## src/hw/core_settings.svh

```systemverilog
`ifndef CORE_SETTINGS_SVH
`define CORE_SETTINGS_SVH

// ------------------------------
// core widths
// ------------------------------

// data and pc width, the opcode decode assumes 32
`define CORE_XLEN 32

// architectural integer registers
`define CORE_REG_NUM 32

// register address width, log2 of the register count
`define CORE_REG_AW 5

`endif

```

## src/hw/core_pkg.sv

```systemverilog
`default_nettype none

`include "core_settings.svh"

package core_pkg;

	// ------------------------------
	// opcodes and operations
	// ------------------------------

	// rv32i major opcodes handled by decode
	typedef enum logic [6:0] {
		opc_lui    = 7'b0110111,
		opc_auipc  = 7'b0010111,
		opc_jal    = 7'b1101111,
		opc_jalr   = 7'b1100111,
		opc_branch = 7'b1100011,
		opc_load   = 7'b0000011,
		opc_store  = 7'b0100011,
		opc_imm    = 7'b0010011,
		opc_op     = 7'b0110011
	} opcode_e;

	typedef enum logic [3:0] {
		alu_add, alu_sub, alu_sll, alu_slt, alu_sltu, alu_xor,
		alu_srl, alu_sra, alu_or, alu_and, alu_pass_b
	} alu_op_e;

	typedef enum logic [2:0] {
		br_none, br_eq, br_ne, br_lt, br_ge, br_ltu, br_geu, br_jump
	} br_cnd_e;

	// values follow funct3 of the load
	typedef enum logic [2:0] {
		sx_byte_s = 3'd0,
		sx_half_s = 3'd1,
		sx_word   = 3'd2,
		sx_byte_u = 3'd4,
		sx_half_u = 3'd5
	} wb_sx_op_e;

	typedef enum logic [2:0] {
		imm_i, imm_s, imm_b, imm_u, imm_j, imm_none
	} imm_fmt_e;

	// ------------------------------
	// operand and writeback selects
	// ------------------------------
	typedef enum logic [1:0] {opa_reg, opa_pc, opa_zero} op_a_e;
	typedef enum logic [1:0] {opb_reg, opb_imm} op_b_e;
	typedef enum logic [1:0] {wbs_alu, wbs_mem, wbs_pc_4} wb_src_e;

	typedef struct packed {
		op_a_e   op_a;
		op_b_e   op_b;
		wb_src_e wb_src;
	} src_sel_t;

	// cop set means store
	typedef struct packed {
		logic       val;
		logic       cop;
		logic [2:0] size;
	} l1d_req_t;

	typedef struct packed {
		alu_op_e   alu_op;
		br_cnd_e   br_cnd;
		wb_sx_op_e wb_sx_op;
		src_sel_t  src_sel;
		l1d_req_t  l1d_req;
		logic      we_rd;
		imm_fmt_e  imm_fmt;
		logic      uses_rs1;
		logic      uses_rs2;
		logic      legal;
	} dec_ctrl_t;

	typedef struct packed {
		logic                    we;
		logic [`CORE_REG_AW-1:0] rd;
		logic [`CORE_XLEN-1:0]   data;
	} wb_port_t;

	// registered output of the decode station
	typedef struct packed {
		alu_op_e                 alu_op;
		br_cnd_e                 br_cnd;
		wb_sx_op_e               wb_sx_op;
		src_sel_t                src_sel;
		l1d_req_t                l1d_req;
		logic                    we_rd;
		logic                    legal;
		logic [`CORE_XLEN-1:0]   src1;
		logic [`CORE_XLEN-1:0]   src2;
		logic [`CORE_XLEN-1:0]   imm;
		logic [`CORE_XLEN-1:0]   pc;
		logic [`CORE_XLEN-1:0]   pc_4;
		logic [`CORE_REG_AW-1:0] rs1;
		logic [`CORE_REG_AW-1:0] rs2;
		logic [`CORE_REG_AW-1:0] rd;
		logic                    val;
	} dec_out_t;

endpackage

`default_nettype wire

```

## src/hw/core_cpu_ctrl.sv

```systemverilog
`default_nettype none

`include "core_settings.svh"

module core_cpu_ctrl (
	input  logic [`CORE_XLEN-1:0] inst,
	output core_pkg::dec_ctrl_t   ctrl
);

	logic [6:0] opcode;
	logic [2:0] funct3;
	logic [6:0] funct7;
	logic [4:0] rd;

	assign opcode = inst[6:0];
	assign funct3 = inst[14:12];
	assign funct7 = inst[31:25];
	assign rd     = inst[11:7];

	// alu operation of op and op-imm, alt picks sub or sra
	function automatic core_pkg::alu_op_e alu_sel(input logic [2:0] f3, input logic alt);
		core_pkg::alu_op_e op;
		case (f3)
			3'd0:    op = alt ? core_pkg::alu_sub : core_pkg::alu_add;
			3'd1:    op = core_pkg::alu_sll;
			3'd2:    op = core_pkg::alu_slt;
			3'd3:    op = core_pkg::alu_sltu;
			3'd4:    op = core_pkg::alu_xor;
			3'd5:    op = alt ? core_pkg::alu_sra : core_pkg::alu_srl;
			3'd6:    op = core_pkg::alu_or;
			default: op = core_pkg::alu_and;
		endcase
		return op;
	endfunction

	always_comb begin
		// defaults describe a harmless, not legal word
		ctrl                = '0;
		ctrl.alu_op         = core_pkg::alu_add;
		ctrl.br_cnd         = core_pkg::br_none;
		ctrl.wb_sx_op       = core_pkg::sx_word;
		ctrl.src_sel.op_a   = core_pkg::opa_reg;
		ctrl.src_sel.op_b   = core_pkg::opb_reg;
		ctrl.src_sel.wb_src = core_pkg::wbs_alu;
		ctrl.imm_fmt        = core_pkg::imm_none;

		case (core_pkg::opcode_e'(opcode))
			core_pkg::opc_lui: begin
				ctrl.legal        = 1'b1;
				ctrl.we_rd        = 1'b1;
				ctrl.alu_op       = core_pkg::alu_pass_b;
				ctrl.src_sel.op_a = core_pkg::opa_zero;
				ctrl.src_sel.op_b = core_pkg::opb_imm;
				ctrl.imm_fmt      = core_pkg::imm_u;
			end
			core_pkg::opc_auipc: begin
				ctrl.legal        = 1'b1;
				ctrl.we_rd        = 1'b1;
				ctrl.src_sel.op_a = core_pkg::opa_pc;
				ctrl.src_sel.op_b = core_pkg::opb_imm;
				ctrl.imm_fmt      = core_pkg::imm_u;
			end
			core_pkg::opc_jal: begin
				ctrl.legal          = 1'b1;
				ctrl.we_rd          = 1'b1;
				ctrl.br_cnd         = core_pkg::br_jump;
				ctrl.src_sel.op_a   = core_pkg::opa_pc;
				ctrl.src_sel.op_b   = core_pkg::opb_imm;
				ctrl.src_sel.wb_src = core_pkg::wbs_pc_4;
				ctrl.imm_fmt        = core_pkg::imm_j;
			end
			core_pkg::opc_jalr: begin
				ctrl.legal          = (funct3 == 3'd0);
				ctrl.we_rd          = 1'b1;
				ctrl.br_cnd         = core_pkg::br_jump;
				ctrl.src_sel.op_b   = core_pkg::opb_imm;
				ctrl.src_sel.wb_src = core_pkg::wbs_pc_4;
				ctrl.imm_fmt        = core_pkg::imm_i;
				ctrl.uses_rs1       = 1'b1;
			end
			core_pkg::opc_branch: begin
				ctrl.legal    = 1'b1;
				ctrl.alu_op   = core_pkg::alu_sub;
				ctrl.imm_fmt  = core_pkg::imm_b;
				ctrl.uses_rs1 = 1'b1;
				ctrl.uses_rs2 = 1'b1;
				case (funct3)
					3'd0:    ctrl.br_cnd = core_pkg::br_eq;
					3'd1:    ctrl.br_cnd = core_pkg::br_ne;
					3'd4:    ctrl.br_cnd = core_pkg::br_lt;
					3'd5:    ctrl.br_cnd = core_pkg::br_ge;
					3'd6:    ctrl.br_cnd = core_pkg::br_ltu;
					3'd7:    ctrl.br_cnd = core_pkg::br_geu;
					default: ctrl.legal  = 1'b0;
				endcase
			end
			core_pkg::opc_load: begin
				// lb lh lw lbu lhu only
				ctrl.legal          = (funct3 != 3'd3) && (funct3 < 3'd6);
				ctrl.we_rd          = 1'b1;
				ctrl.wb_sx_op       = core_pkg::wb_sx_op_e'(funct3);
				ctrl.src_sel.op_b   = core_pkg::opb_imm;
				ctrl.src_sel.wb_src = core_pkg::wbs_mem;
				ctrl.l1d_req.val    = 1'b1;
				ctrl.l1d_req.size   = {1'b0, funct3[1:0]};
				ctrl.imm_fmt        = core_pkg::imm_i;
				ctrl.uses_rs1       = 1'b1;
			end
			core_pkg::opc_store: begin
				ctrl.legal        = (funct3 < 3'd3);
				ctrl.src_sel.op_b = core_pkg::opb_imm;
				ctrl.l1d_req.val  = 1'b1;
				ctrl.l1d_req.cop  = 1'b1;
				ctrl.l1d_req.size = {1'b0, funct3[1:0]};
				ctrl.imm_fmt      = core_pkg::imm_s;
				ctrl.uses_rs1     = 1'b1;
				ctrl.uses_rs2     = 1'b1;
			end
			core_pkg::opc_imm: begin
				// shifts keep funct7 in the immediate field
				case (funct3)
					3'd1:    ctrl.legal = (funct7 == 7'b0000000);
					3'd5:    ctrl.legal = (funct7 == 7'b0000000) || (funct7 == 7'b0100000);
					default: ctrl.legal = 1'b1;
				endcase
				ctrl.we_rd        = 1'b1;
				ctrl.alu_op       = alu_sel(funct3, (funct3 == 3'd5) && funct7[5]);
				ctrl.src_sel.op_b = core_pkg::opb_imm;
				ctrl.imm_fmt      = core_pkg::imm_i;
				ctrl.uses_rs1     = 1'b1;
			end
			core_pkg::opc_op: begin
				ctrl.legal = (funct7 == 7'b0000000) ||
					((funct7 == 7'b0100000) && ((funct3 == 3'd0) || (funct3 == 3'd5)));
				ctrl.we_rd    = 1'b1;
				ctrl.alu_op   = alu_sel(funct3, funct7[5]);
				ctrl.uses_rs1 = 1'b1;
				ctrl.uses_rs2 = 1'b1;
			end
			default: ctrl.legal = 1'b0;
		endcase

		// no side effects from a bad word or a write to x0
		if (!ctrl.legal) begin
			ctrl.we_rd       = 1'b0;
			ctrl.l1d_req.val = 1'b0;
		end
		if (rd == 5'd0)
			ctrl.we_rd = 1'b0;
	end

endmodule

`default_nettype wire

```

## src/hw/core_reg_file.sv

```systemverilog
`default_nettype none

`include "core_settings.svh"

module core_reg_file (
	input  logic                    clk,
	input  logic                    reset,
	input  logic [`CORE_REG_AW-1:0] rs1,
	input  logic [`CORE_REG_AW-1:0] rs2,
	input  core_pkg::wb_port_t      wb,
	output logic [`CORE_XLEN-1:0]   src1,
	output logic [`CORE_XLEN-1:0]   src2
);

	logic [`CORE_XLEN-1:0] regs [`CORE_REG_NUM];

	// ------------------------------
	// write port
	// ------------------------------
	always_ff @(posedge clk) begin
		if (reset) begin
			for (int i = 0; i < `CORE_REG_NUM; i++)
				regs[i] <= '0;
		end else if (wb.we && (wb.rd != '0)) begin
			regs[wb.rd] <= wb.data;
		end
	end

	// ------------------------------
	// read ports, write first
	// ------------------------------
	always_comb begin
		if (rs1 == '0)
			src1 = '0;
		else if (wb.we && (wb.rd == rs1))
			src1 = wb.data;
		else
			src1 = regs[rs1];

		if (rs2 == '0)
			src2 = '0;
		else if (wb.we && (wb.rd == rs2))
			src2 = wb.data;
		else
			src2 = regs[rs2];
	end

endmodule

`default_nettype wire

```

## src/hw/core_imm_gen.sv

```systemverilog
`default_nettype none

`include "core_settings.svh"

module core_imm_gen (
	input  logic [`CORE_XLEN-1:0] inst,
	input  core_pkg::imm_fmt_e    fmt,
	output logic [`CORE_XLEN-1:0] imm
);

	// sign always comes from bit 31
	logic sgn;

	assign sgn = inst[31];

	always_comb begin
		case (fmt)
			core_pkg::imm_i:
				imm = {{20{sgn}}, inst[31:20]};
			core_pkg::imm_s:
				imm = {{20{sgn}}, inst[31:25], inst[11:7]};
			// branch offsets are even
			core_pkg::imm_b:
				imm = {{19{sgn}}, inst[31], inst[7], inst[30:25], inst[11:8], 1'b0};
			core_pkg::imm_u:
				imm = {inst[31:12], 12'b0};
			core_pkg::imm_j:
				imm = {{11{sgn}}, inst[31], inst[19:12], inst[20], inst[30:21], 1'b0};
			default:
				imm = '0;
		endcase
	end

endmodule

`default_nettype wire

```

## src/hw/core_haz_det.sv

```systemverilog
`default_nettype none

`include "core_settings.svh"

module core_haz_det (
	input  logic [`CORE_REG_AW-1:0] cur_rs1,
	input  logic [`CORE_REG_AW-1:0] cur_rs2,
	input  logic                    cur_uses_rs1,
	input  logic                    cur_uses_rs2,
	input  core_pkg::dec_out_t      dec_out,
	input  logic                    l1i_ack,
	output logic                    stall
);

	logic ld_in_flight;
	logic hit_rs1;
	logic hit_rs2;
	logic load_use;

	// registered instruction is a valid load with a real target
	assign ld_in_flight = dec_out.val && dec_out.l1d_req.val && !dec_out.l1d_req.cop &&
		(dec_out.rd != '0);

	// only sources the current word really reads
	assign hit_rs1 = cur_uses_rs1 && (cur_rs1 == dec_out.rd);
	assign hit_rs2 = cur_uses_rs2 && (cur_rs2 == dec_out.rd);

	assign load_use = ld_in_flight && (hit_rs1 || hit_rs2);

	// missing fetch word holds decode too
	assign stall = !l1i_ack || load_use;

endmodule

`default_nettype wire

```

## src/hw/core_dec_s.sv

```systemverilog
`default_nettype none

`include "core_settings.svh"

module core_dec_s (
	input  logic                    clk,
	input  logic                    reset,
	input  logic                    dec_enb,
	input  logic                    dec_kill,
	input  logic [`CORE_XLEN-1:0]   inst,
	input  logic [`CORE_XLEN-1:0]   pc,
	input  logic [`CORE_XLEN-1:0]   pc_4,
	input  core_pkg::wb_port_t      wb,
	output core_pkg::dec_out_t      dec_out,
	output logic [`CORE_REG_AW-1:0] cur_rs1,
	output logic [`CORE_REG_AW-1:0] cur_rs2,
	output logic                    cur_uses_rs1,
	output logic                    cur_uses_rs2
);

	core_pkg::dec_ctrl_t   ctrl;
	core_pkg::dec_out_t    dec_nxt;
	logic [`CORE_REG_AW-1:0] rs1;
	logic [`CORE_REG_AW-1:0] rs2;
	logic [`CORE_REG_AW-1:0] rd;
	logic [`CORE_XLEN-1:0] src1;
	logic [`CORE_XLEN-1:0] src2;
	logic [`CORE_XLEN-1:0] imm;

	// register fields sit at fixed positions
	assign rs1 = inst[19:15];
	assign rs2 = inst[24:20];
	assign rd  = inst[11:7];

	core_cpu_ctrl u_cpu_ctrl (
		.inst (inst),
		.ctrl (ctrl)
	);

	core_reg_file u_reg_file (
		.clk   (clk),
		.reset (reset),
		.rs1   (rs1),
		.rs2   (rs2),
		.wb    (wb),
		.src1  (src1),
		.src2  (src2)
	);

	core_imm_gen u_imm_gen (
		.inst (inst),
		.fmt  (ctrl.imm_fmt),
		.imm  (imm)
	);

	// current word for the hazard check
	assign cur_rs1      = rs1;
	assign cur_rs2      = rs2;
	assign cur_uses_rs1 = ctrl.uses_rs1;
	assign cur_uses_rs2 = ctrl.uses_rs2;

	// ------------------------------
	// next pipeline word
	// ------------------------------
	always_comb begin
		dec_nxt.alu_op   = ctrl.alu_op;
		dec_nxt.br_cnd   = ctrl.br_cnd;
		dec_nxt.wb_sx_op = ctrl.wb_sx_op;
		dec_nxt.src_sel  = ctrl.src_sel;
		dec_nxt.l1d_req  = ctrl.l1d_req;
		dec_nxt.we_rd    = ctrl.we_rd;
		dec_nxt.legal    = ctrl.legal;
		dec_nxt.src1     = src1;
		dec_nxt.src2     = src2;
		dec_nxt.imm      = imm;
		dec_nxt.pc       = pc;
		dec_nxt.pc_4     = pc_4;
		dec_nxt.rs1      = rs1;
		dec_nxt.rs2      = rs2;
		dec_nxt.rd       = rd;
		dec_nxt.val      = ctrl.legal;
	end

	// ------------------------------
	// decode register
	// ------------------------------
	always_ff @(posedge clk) begin
		if (reset) begin
			dec_out.val         <= 1'b0;
			dec_out.we_rd       <= 1'b0;
			dec_out.l1d_req.val <= 1'b0;
		end else if (dec_kill) begin
			// flush control only, data fields stay
			dec_out.alu_op   <= core_pkg::alu_add;
			dec_out.br_cnd   <= core_pkg::br_none;
			dec_out.wb_sx_op <= core_pkg::sx_byte_s;
			dec_out.src_sel  <= '0;
			dec_out.l1d_req  <= '0;
			dec_out.we_rd    <= 1'b0;
			dec_out.legal    <= 1'b0;
			dec_out.val      <= 1'b0;
		end else if (dec_enb) begin
			dec_out <= dec_nxt;
		end
	end

endmodule

`default_nettype wire

```

## src/hw/core_dec_top.sv

```systemverilog
`default_nettype none

`include "core_settings.svh"

module core_dec_top (
	input  logic                  clk,
	input  logic                  reset,
	input  logic                  dec_enb,
	input  logic                  dec_kill,
	input  logic                  l1i_ack,
	input  logic [`CORE_XLEN-1:0] inst,
	input  logic [`CORE_XLEN-1:0] pc,
	input  logic [`CORE_XLEN-1:0] pc_4,
	input  core_pkg::wb_port_t    wb,
	output core_pkg::dec_out_t    dec_out,
	output logic                  stall
);

	// current word sources, station to hazard detector
	logic [`CORE_REG_AW-1:0] cur_rs1;
	logic [`CORE_REG_AW-1:0] cur_rs2;
	logic                    cur_uses_rs1;
	logic                    cur_uses_rs2;

	core_dec_s u_dec_s (
		.clk          (clk),
		.reset        (reset),
		.dec_enb      (dec_enb),
		.dec_kill     (dec_kill),
		.inst         (inst),
		.pc           (pc),
		.pc_4         (pc_4),
		.wb           (wb),
		.dec_out      (dec_out),
		.cur_rs1      (cur_rs1),
		.cur_rs2      (cur_rs2),
		.cur_uses_rs1 (cur_uses_rs1),
		.cur_uses_rs2 (cur_uses_rs2)
	);

	core_haz_det u_haz_det (
		.cur_rs1      (cur_rs1),
		.cur_rs2      (cur_rs2),
		.cur_uses_rs1 (cur_uses_rs1),
		.cur_uses_rs2 (cur_uses_rs2),
		.dec_out      (dec_out),
		.l1i_ack      (l1i_ack),
		.stall        (stall)
	);

endmodule

`default_nettype wire

```

## config.mk

```make
export PLATFORM = sky130hd
export DESIGN_NAME = core_dec_top
export DESIGN_NICKNAME = d
export VERILOG_FILES = /design/src/hw/core_pkg.sv /design/src/hw/core_cpu_ctrl.sv /design/src/hw/core_reg_file.sv /design/src/hw/core_imm_gen.sv /design/src/hw/core_haz_det.sv /design/src/hw/core_dec_s.sv /design/src/hw/core_dec_top.sv
export VERILOG_INCLUDE_DIRS = /design/src /design/src/hw
export SDC_FILE = /design/constraint.sdc
export NUM_CORES = 2
export LEC_CHECK = 0
export BUFFER_PORTS_ARGS = -buffer_cell sky130_fd_sc_hd__clkbuf_2
export CAP_MARGIN = 20
export CORE_MARGIN = 10
export CORE_UTILIZATION = 39
export CTS_CLUSTER_SIZE = 28
export DETAILED_ROUTE_END_ITERATION = 7
export GPL_ROUTABILITY_DRIVEN = 0
export SLEW_MARGIN = 20
export SYNTH_ARGS = -nofsm -noshare
export SYNTH_HDL_FRONTEND = slang
export SYNTH_SLANG_ARGS = --single-unit
export TNS_END_PERCENT = 5
```

## constraint.sdc

```tcl
create_clock -name clk -period 21.1 [get_ports clk]
set_clock_uncertainty 0.15 [all_clocks]
set_input_delay 1.055 -clock clk [delete_from_list [all_inputs] [get_ports clk]]
set_output_delay 1.055 -clock clk [all_outputs]
set_load 0.02 [all_outputs]
```

Word level (Yosys, flattened, before mapping)

Memories as Yosys holds them, arrays and structs flattened.
Index checks and enable logic that the tools add are counted.
W data, S select, Z words.

Bits in registers: 199
Bits in latches: 0
Memory bits (writable): 1024
Memory bits (read-only): 0
Bits of input ports: 139
Word-level logic and storage cells: 134
Memories kept: 1

Memories:

| name                    | depth | width | read ports | clocked after Yosys merged registers in | wr ports | line                | source |
|---|---|---|---|---|---|---|---|
| u_dec_s.u_reg_file.regs | 32    | 32    | 2          | 0                                       | 32       | core_reg_file.sv:15 | `` logic [`CORE_XLEN-1:0] regs [`CORE_REG_NUM]; `` |

Add/subtract/negate cells: 0
$mul: 0
Div/mod/pow operators: 0
Magnitude comparators: 2
Equal/unequal tests: 26
Shifts and indexed selects: 0
Multiplexer cells: 40
Bitwise logic cells: 2
Reduce and logical (&&, ||, !) cells: 43

Operator list:

| operator             | number |
|---|---|
| $mux W199            | 1 |
| $mux W32             | 5 |
| $pmux W32 S5         | 1 |
| $pmux W4 S7          | 2 |
| $reduce_or A32 Y1    | 1 |
| $eq A7 B6 Y1 const B | 4 |
| $eq A7 B7 Y1 const B | 3 |
| $eq A5 B5 Y1         | 4 |
| $mux W1              | 20 |
| $pmux W3 S6          | 1 |
| $pmux W4 S4          | 1 |
| $eq A3 B3 Y1 const B | 5 |
| $logic_not A5 Y1     | 3 |
| $pmux W3 S5          | 1 |
| $eq A7 B5 Y1 const B | 2 |
| $reduce_or A7 Y1     | 2 |
| $eq A3 B2 Y1 const B | 4 |
| $logic_and A1 B1 Y1  | 12 |
| $reduce_or A6 Y1     | 2 |
| $reduce_bool A5 Y1   | 2 |
| $reduce_or A2 Y1     | 5 |
| $reduce_or A3 Y1     | 3 |
| $pmux W2 S2          | 2 |
| $eq A7 B2 Y1 const B | 1 |
| other kinds (18)     | 26 |

Longest topological paths before layout

Depth after elaboration: 8
Mapped depth: 10

By module

Synthesis repeated with hierarchy kept, for this count alone.

Cell total of the unflattened synthesis: 4191
Area total of the unflattened synthesis: 62272.2 sq um

By module, submodules not included:

| module        | times used | cells an instance | area an instance (sq um) |
|---|---|---|---|
| core_reg_file | 1          | 3740              | 54721.2 |
| core_dec_s    | 1          | 243               | 6247.2 |
| core_cpu_ctrl | 1          | 96                | 603.1 |
| core_imm_gen  | 1          | 94                | 540.5 |
| core_haz_det  | 1          | 18                | 160.2 |

Least setup slack after synthesis

Ideal clock, no wire load.

Path kind: input to register
Start: in reset
End: reg, netlist name u_dec_s.dec_out[100]
Setup time: 0.713 ns
Data arrival time: 8.694 ns
Setup slack: 11.543 ns
Stages on the path: 3
Buffers on the path: 2
Path through: clkbuf_1 > clkbuf_1 > nor2_1

Word-level cells in the longest chain between the ends: 2

RTL lines:

| what                               | line              | source |
|---|---|---|
| from (decl)                        | core_dec_top.sv:7 | `input logic reset,` |
| $not A1 Y1 (no source line)        | -                 |  |
| $reduce_and A3 Y1 (no source line) | -                 |  |

No other way between the ends.
A chain may end at the register's enable or synchronous reset.

Worst setup path after layout

Start: in inst[19]
End: out stall

Word-level cells in the longest chain between the ends: 5

RTL lines:

| what                | line               | source |
|---|---|---|
| from (decl)         | core_dec_top.sv:11 | `` input logic [`CORE_XLEN-1:0] inst, `` |
| $eq A5 B5 Y1        | core_haz_det.sv:25 | `assign hit_rs1 = cur_uses_rs1 && (cur_rs1 == dec_out.rd);` |
| $logic_and A1 B1 Y1 | core_haz_det.sv:25 |  |
| $logic_or A1 B1 Y1  | core_haz_det.sv:28 | `assign load_use = ld_in_flight && (hit_rs1 \|\| hit_rs2);` |
| $logic_and A1 B1 Y1 | core_haz_det.sv:28 |  |
| $logic_or A1 B1 Y1  | core_haz_det.sv:31 | `assign stall = !l1i_ack \|\| load_use;` |
| to (decl)           | core_dec_top.sv:16 | `output logic stall` |

No other way between the ends.

==> flow_summary.toml <==
[outcome]
outcome = "completed"

[cts]
clock_path_buffers = 3
cts_num_sinks = 1221
hold_buffers = 0
clk-insertion-delay-late_ps = 790
post-cts-setup-buffers = 0
cts_made_buffers = 142
htree_levels = 4
cts_root_buffer = "clkbuf_16"
cts_resized = 0
path_clk_slew_ps = 50
tritoncts = "done"

[logic_synthesis]
yosys_register_bits = 1221
synth_area_leader_cell = "edfxtp_1"
synth_edf_count = 1218
synth_cell_types = 70
syn_area_mm2 = 0.0624
ys_seq_area_frac = 0.588
synth_area_per_cell_um2 = 15.1
postSynth.asyncResetShare = 0
synth_cells = 4137
synth_top_area_share = 0.587
synthFlopType = "edfxtp_1"
synthTopCellsByArea = "edfxtp_1 59%, mux4_2 16%, and2_1 10%"
ys_warn_count = 0

[layout]
final-seq-area_mm2 = 0.0366
multi_input_area_mm2 = 0.0240
drive_gt1_frac = 0.278
nets = 4489
area_growth_pct = 13.5
fillers = 13908

[sta]
period_share = 0.221
relSlewSlack = 0.242
final-setup-viol-count = 0
fmax_mhz = 214
maxSlewViolCount = 0
hold_viol_final = 0
rsz0062_at_grt = "false"
fin_setup_tns_ps = 0
fin_ws_ps = 16430
tightest_slew_ps = 1140
min_period_ps = 4670

[floorplanning]
start_util = 0.393
num_rows = 146
dieArea_mm2 = 0.176
dieWidth_um = 420
fp.dieH_um = 420
ios = 339
core_area_mm2 = 0.159

[setup_path]
crit_path_frequent_cell = "buf_4"
crit_chain = "buf_4, buf_4, xnor2_1, nand3_1, nor3_1, a221oi_1, o31ai_1, clkbuf_2"
path_delay_family = "buffers and inverters"
arrival_ps = 3460
cp.required_ps = 19900
crit_type = "in2out"
rrSetupSlack_ps = 18510
slowest_stage = "buf_4"
worst_setup_path_start_kind = "input pin"
crit_buf_inv = 3
worst_path_largest_cell_delay_ps = 520
end_kind = "output pin"
worstPathMaxFanout = 30

[placed_design]
port_buffers = 336
dp_hpwl_mm = 141
place_ws_ps = 15840

[global_route]
grt_use_total = 0.255
grt.overflow.total = 0
grt_pass1_wl_mm = 318
grt_pass1_vias = 40099
grt_max_degree = 99
antenna_found_initial = 20

[detailed_routing]
route.detailed.drc = 0
firstDrtPassIters = 6
wirelength_mm = 230
ant_nets = 0
vias = 40272
drt_first_iter_violations = 5459
routed_via_density = 6.15
wire_per_inst_um = 35.1

[pwr]
powerDensity_mw_per_mm2 = 85.2
power_w = 0.00603
p_leak_nw = 25.0
irDropWorstVdd_uv = 86.1

[min_path]
hold_path.class = "in2reg"

[flow_run]
drv_cap = 0
==> worst reg2reg max path, delay by kind of cell, from the launching register on <==
kind           cells  cell delay (ps)
multiplexers       2             1190
AO/OA/AOI/OAI      2              580
flip-flops         1              400
==> report_power, final <==
part / leakage [nW] / internal, W / switching, W / total (W)
combinational: 11.2 / 0.000254 / 0.000418 / 0.000672
clock: 2.26 / 0.00143 / 0.00105 / 0.00248
sequential: 11.5 / 0.00281 / 0.0000718 / 0.00288
==> cells in the final DEF, fill, tap and decap left out, types with 32 or more instances in the layout <==
cell type  instances
a21oi_1           49
a221oi_1          42
a22o_1            53
a22oi_1           35
a32oi_1           32
and2_1          1005
buf_4            111
clkbuf_16        146
clkbuf_2         328
conb_1            34
edfxtp_1        1218
mux2i_1          183
mux4_2           452
nand2_1          120
nor2_1            60
nor2_4            35
o21ai_0           37
o22ai_1           56
==> cell type report <==
cell class,count,area share
diodes,14,0.000495
clock buffers,171,0.0532
clock inverters,89,0.0119
inverters,32,0.00171
multi-input cells,2499,0.340
flip-flops and latches,1221,0.517
well taps,2072,0.0366
repair buffers,454,0.0391
==> synthesized netlist by cell type, types with 4 or more instances <==
library cell	n
a211oi_1	13
a21o_1	20
a21oi_1	49
a221oi_1	42
a22o_1	53
a22oi_1	35
a311oi_1	21
a32oi_1	32
and2_1	1005
and3_1	8
buf_1	6
buf_2	68
buf_4	34
buf_6	24
clkbuf_1	279
edfxtp_1	1218
inv_1	31
mux2_2	29
mux2i_1	183
mux4_2	452
nand2_1	123
nand2b_1	8
nand3_1	28
nand3b_1	5
nor2_1	96
nor2b_1	16
nor3_1	12
o2111ai_1	7
o211ai_1	4
o21ai_0	37
o21ai_1	22
o221a_2	4
o22ai_1	56
or2_2	33
or3_1	5
xnor2_1	7
xor2_1	14
==> final timing paths <==
check                                                           to  depth (start not counted)                                          start
worst min register to register   u_dec_s.dec_out[177]$_SDFFE_PP0P_                          1              u_dec_s.dec_out[177]$_SDFFE_PP0P_
worst max register to register  u_dec_s.dec_out[139]$_SDFFCE_PN0P_                          4  u_dec_s.u_reg_file.regs[26][27]$_SDFFCE_PN0P_
worst min-delay path                 u_dec_s.dec_out[20]$_DFFE_PP_                          1                                        pc_4[4]
worst max-delay path                                         stall                          8                                       inst[19]
==> metrics by stage <==
| stage | cells | area, um2 | hold WS, ps | util |
|---|---|---|---|---|
| after CTS | 6537 | 70700 | 249 | 0.446 |
| final | 6552 | 70800 | 304 | 0.446 |
| after floorplan | 4170 | 62500 | 434 | - |
| after detailed placement | 6277 | 66100 | 328 | 0.417 |
| after global routing | 6547 | 70800 | 272 | 0.446 |
| after global placement | 6271 | 65900 | 316 | 0.415 |
==> registers in the layout, summed over array words and instances, names as in the netlist <==
signal,cells
u_dec_s.dec_out,197
u_dec_s.u_reg_file.regs,1024
==> per-layer routing <==
metal	track usage	up-vias	share of wire
met5	0.00355	-	0.00050
met4	0.151	6	0.063
met3	0.0605	563	0.11
met2	0.399	2764	0.46
met1	0.322	20616	0.37
li1	-	16323	-
==> logic make-up (layout without fill, tap and decap cells) <==
group,Yosys count,after routing,synth area share
multiplexers,664,664,0.198
XOR/XNOR,21,21,0.00295
AO/OA/AOI/OAI,422,422,0.0496
AND/OR/NAND/NOR,1358,1358,0.127
flip-flops,1221,1221,0.588
other,1,48,0.0000601
buffers and inverters,450,746,0.0346
Power figures use the tool's default switching activity.
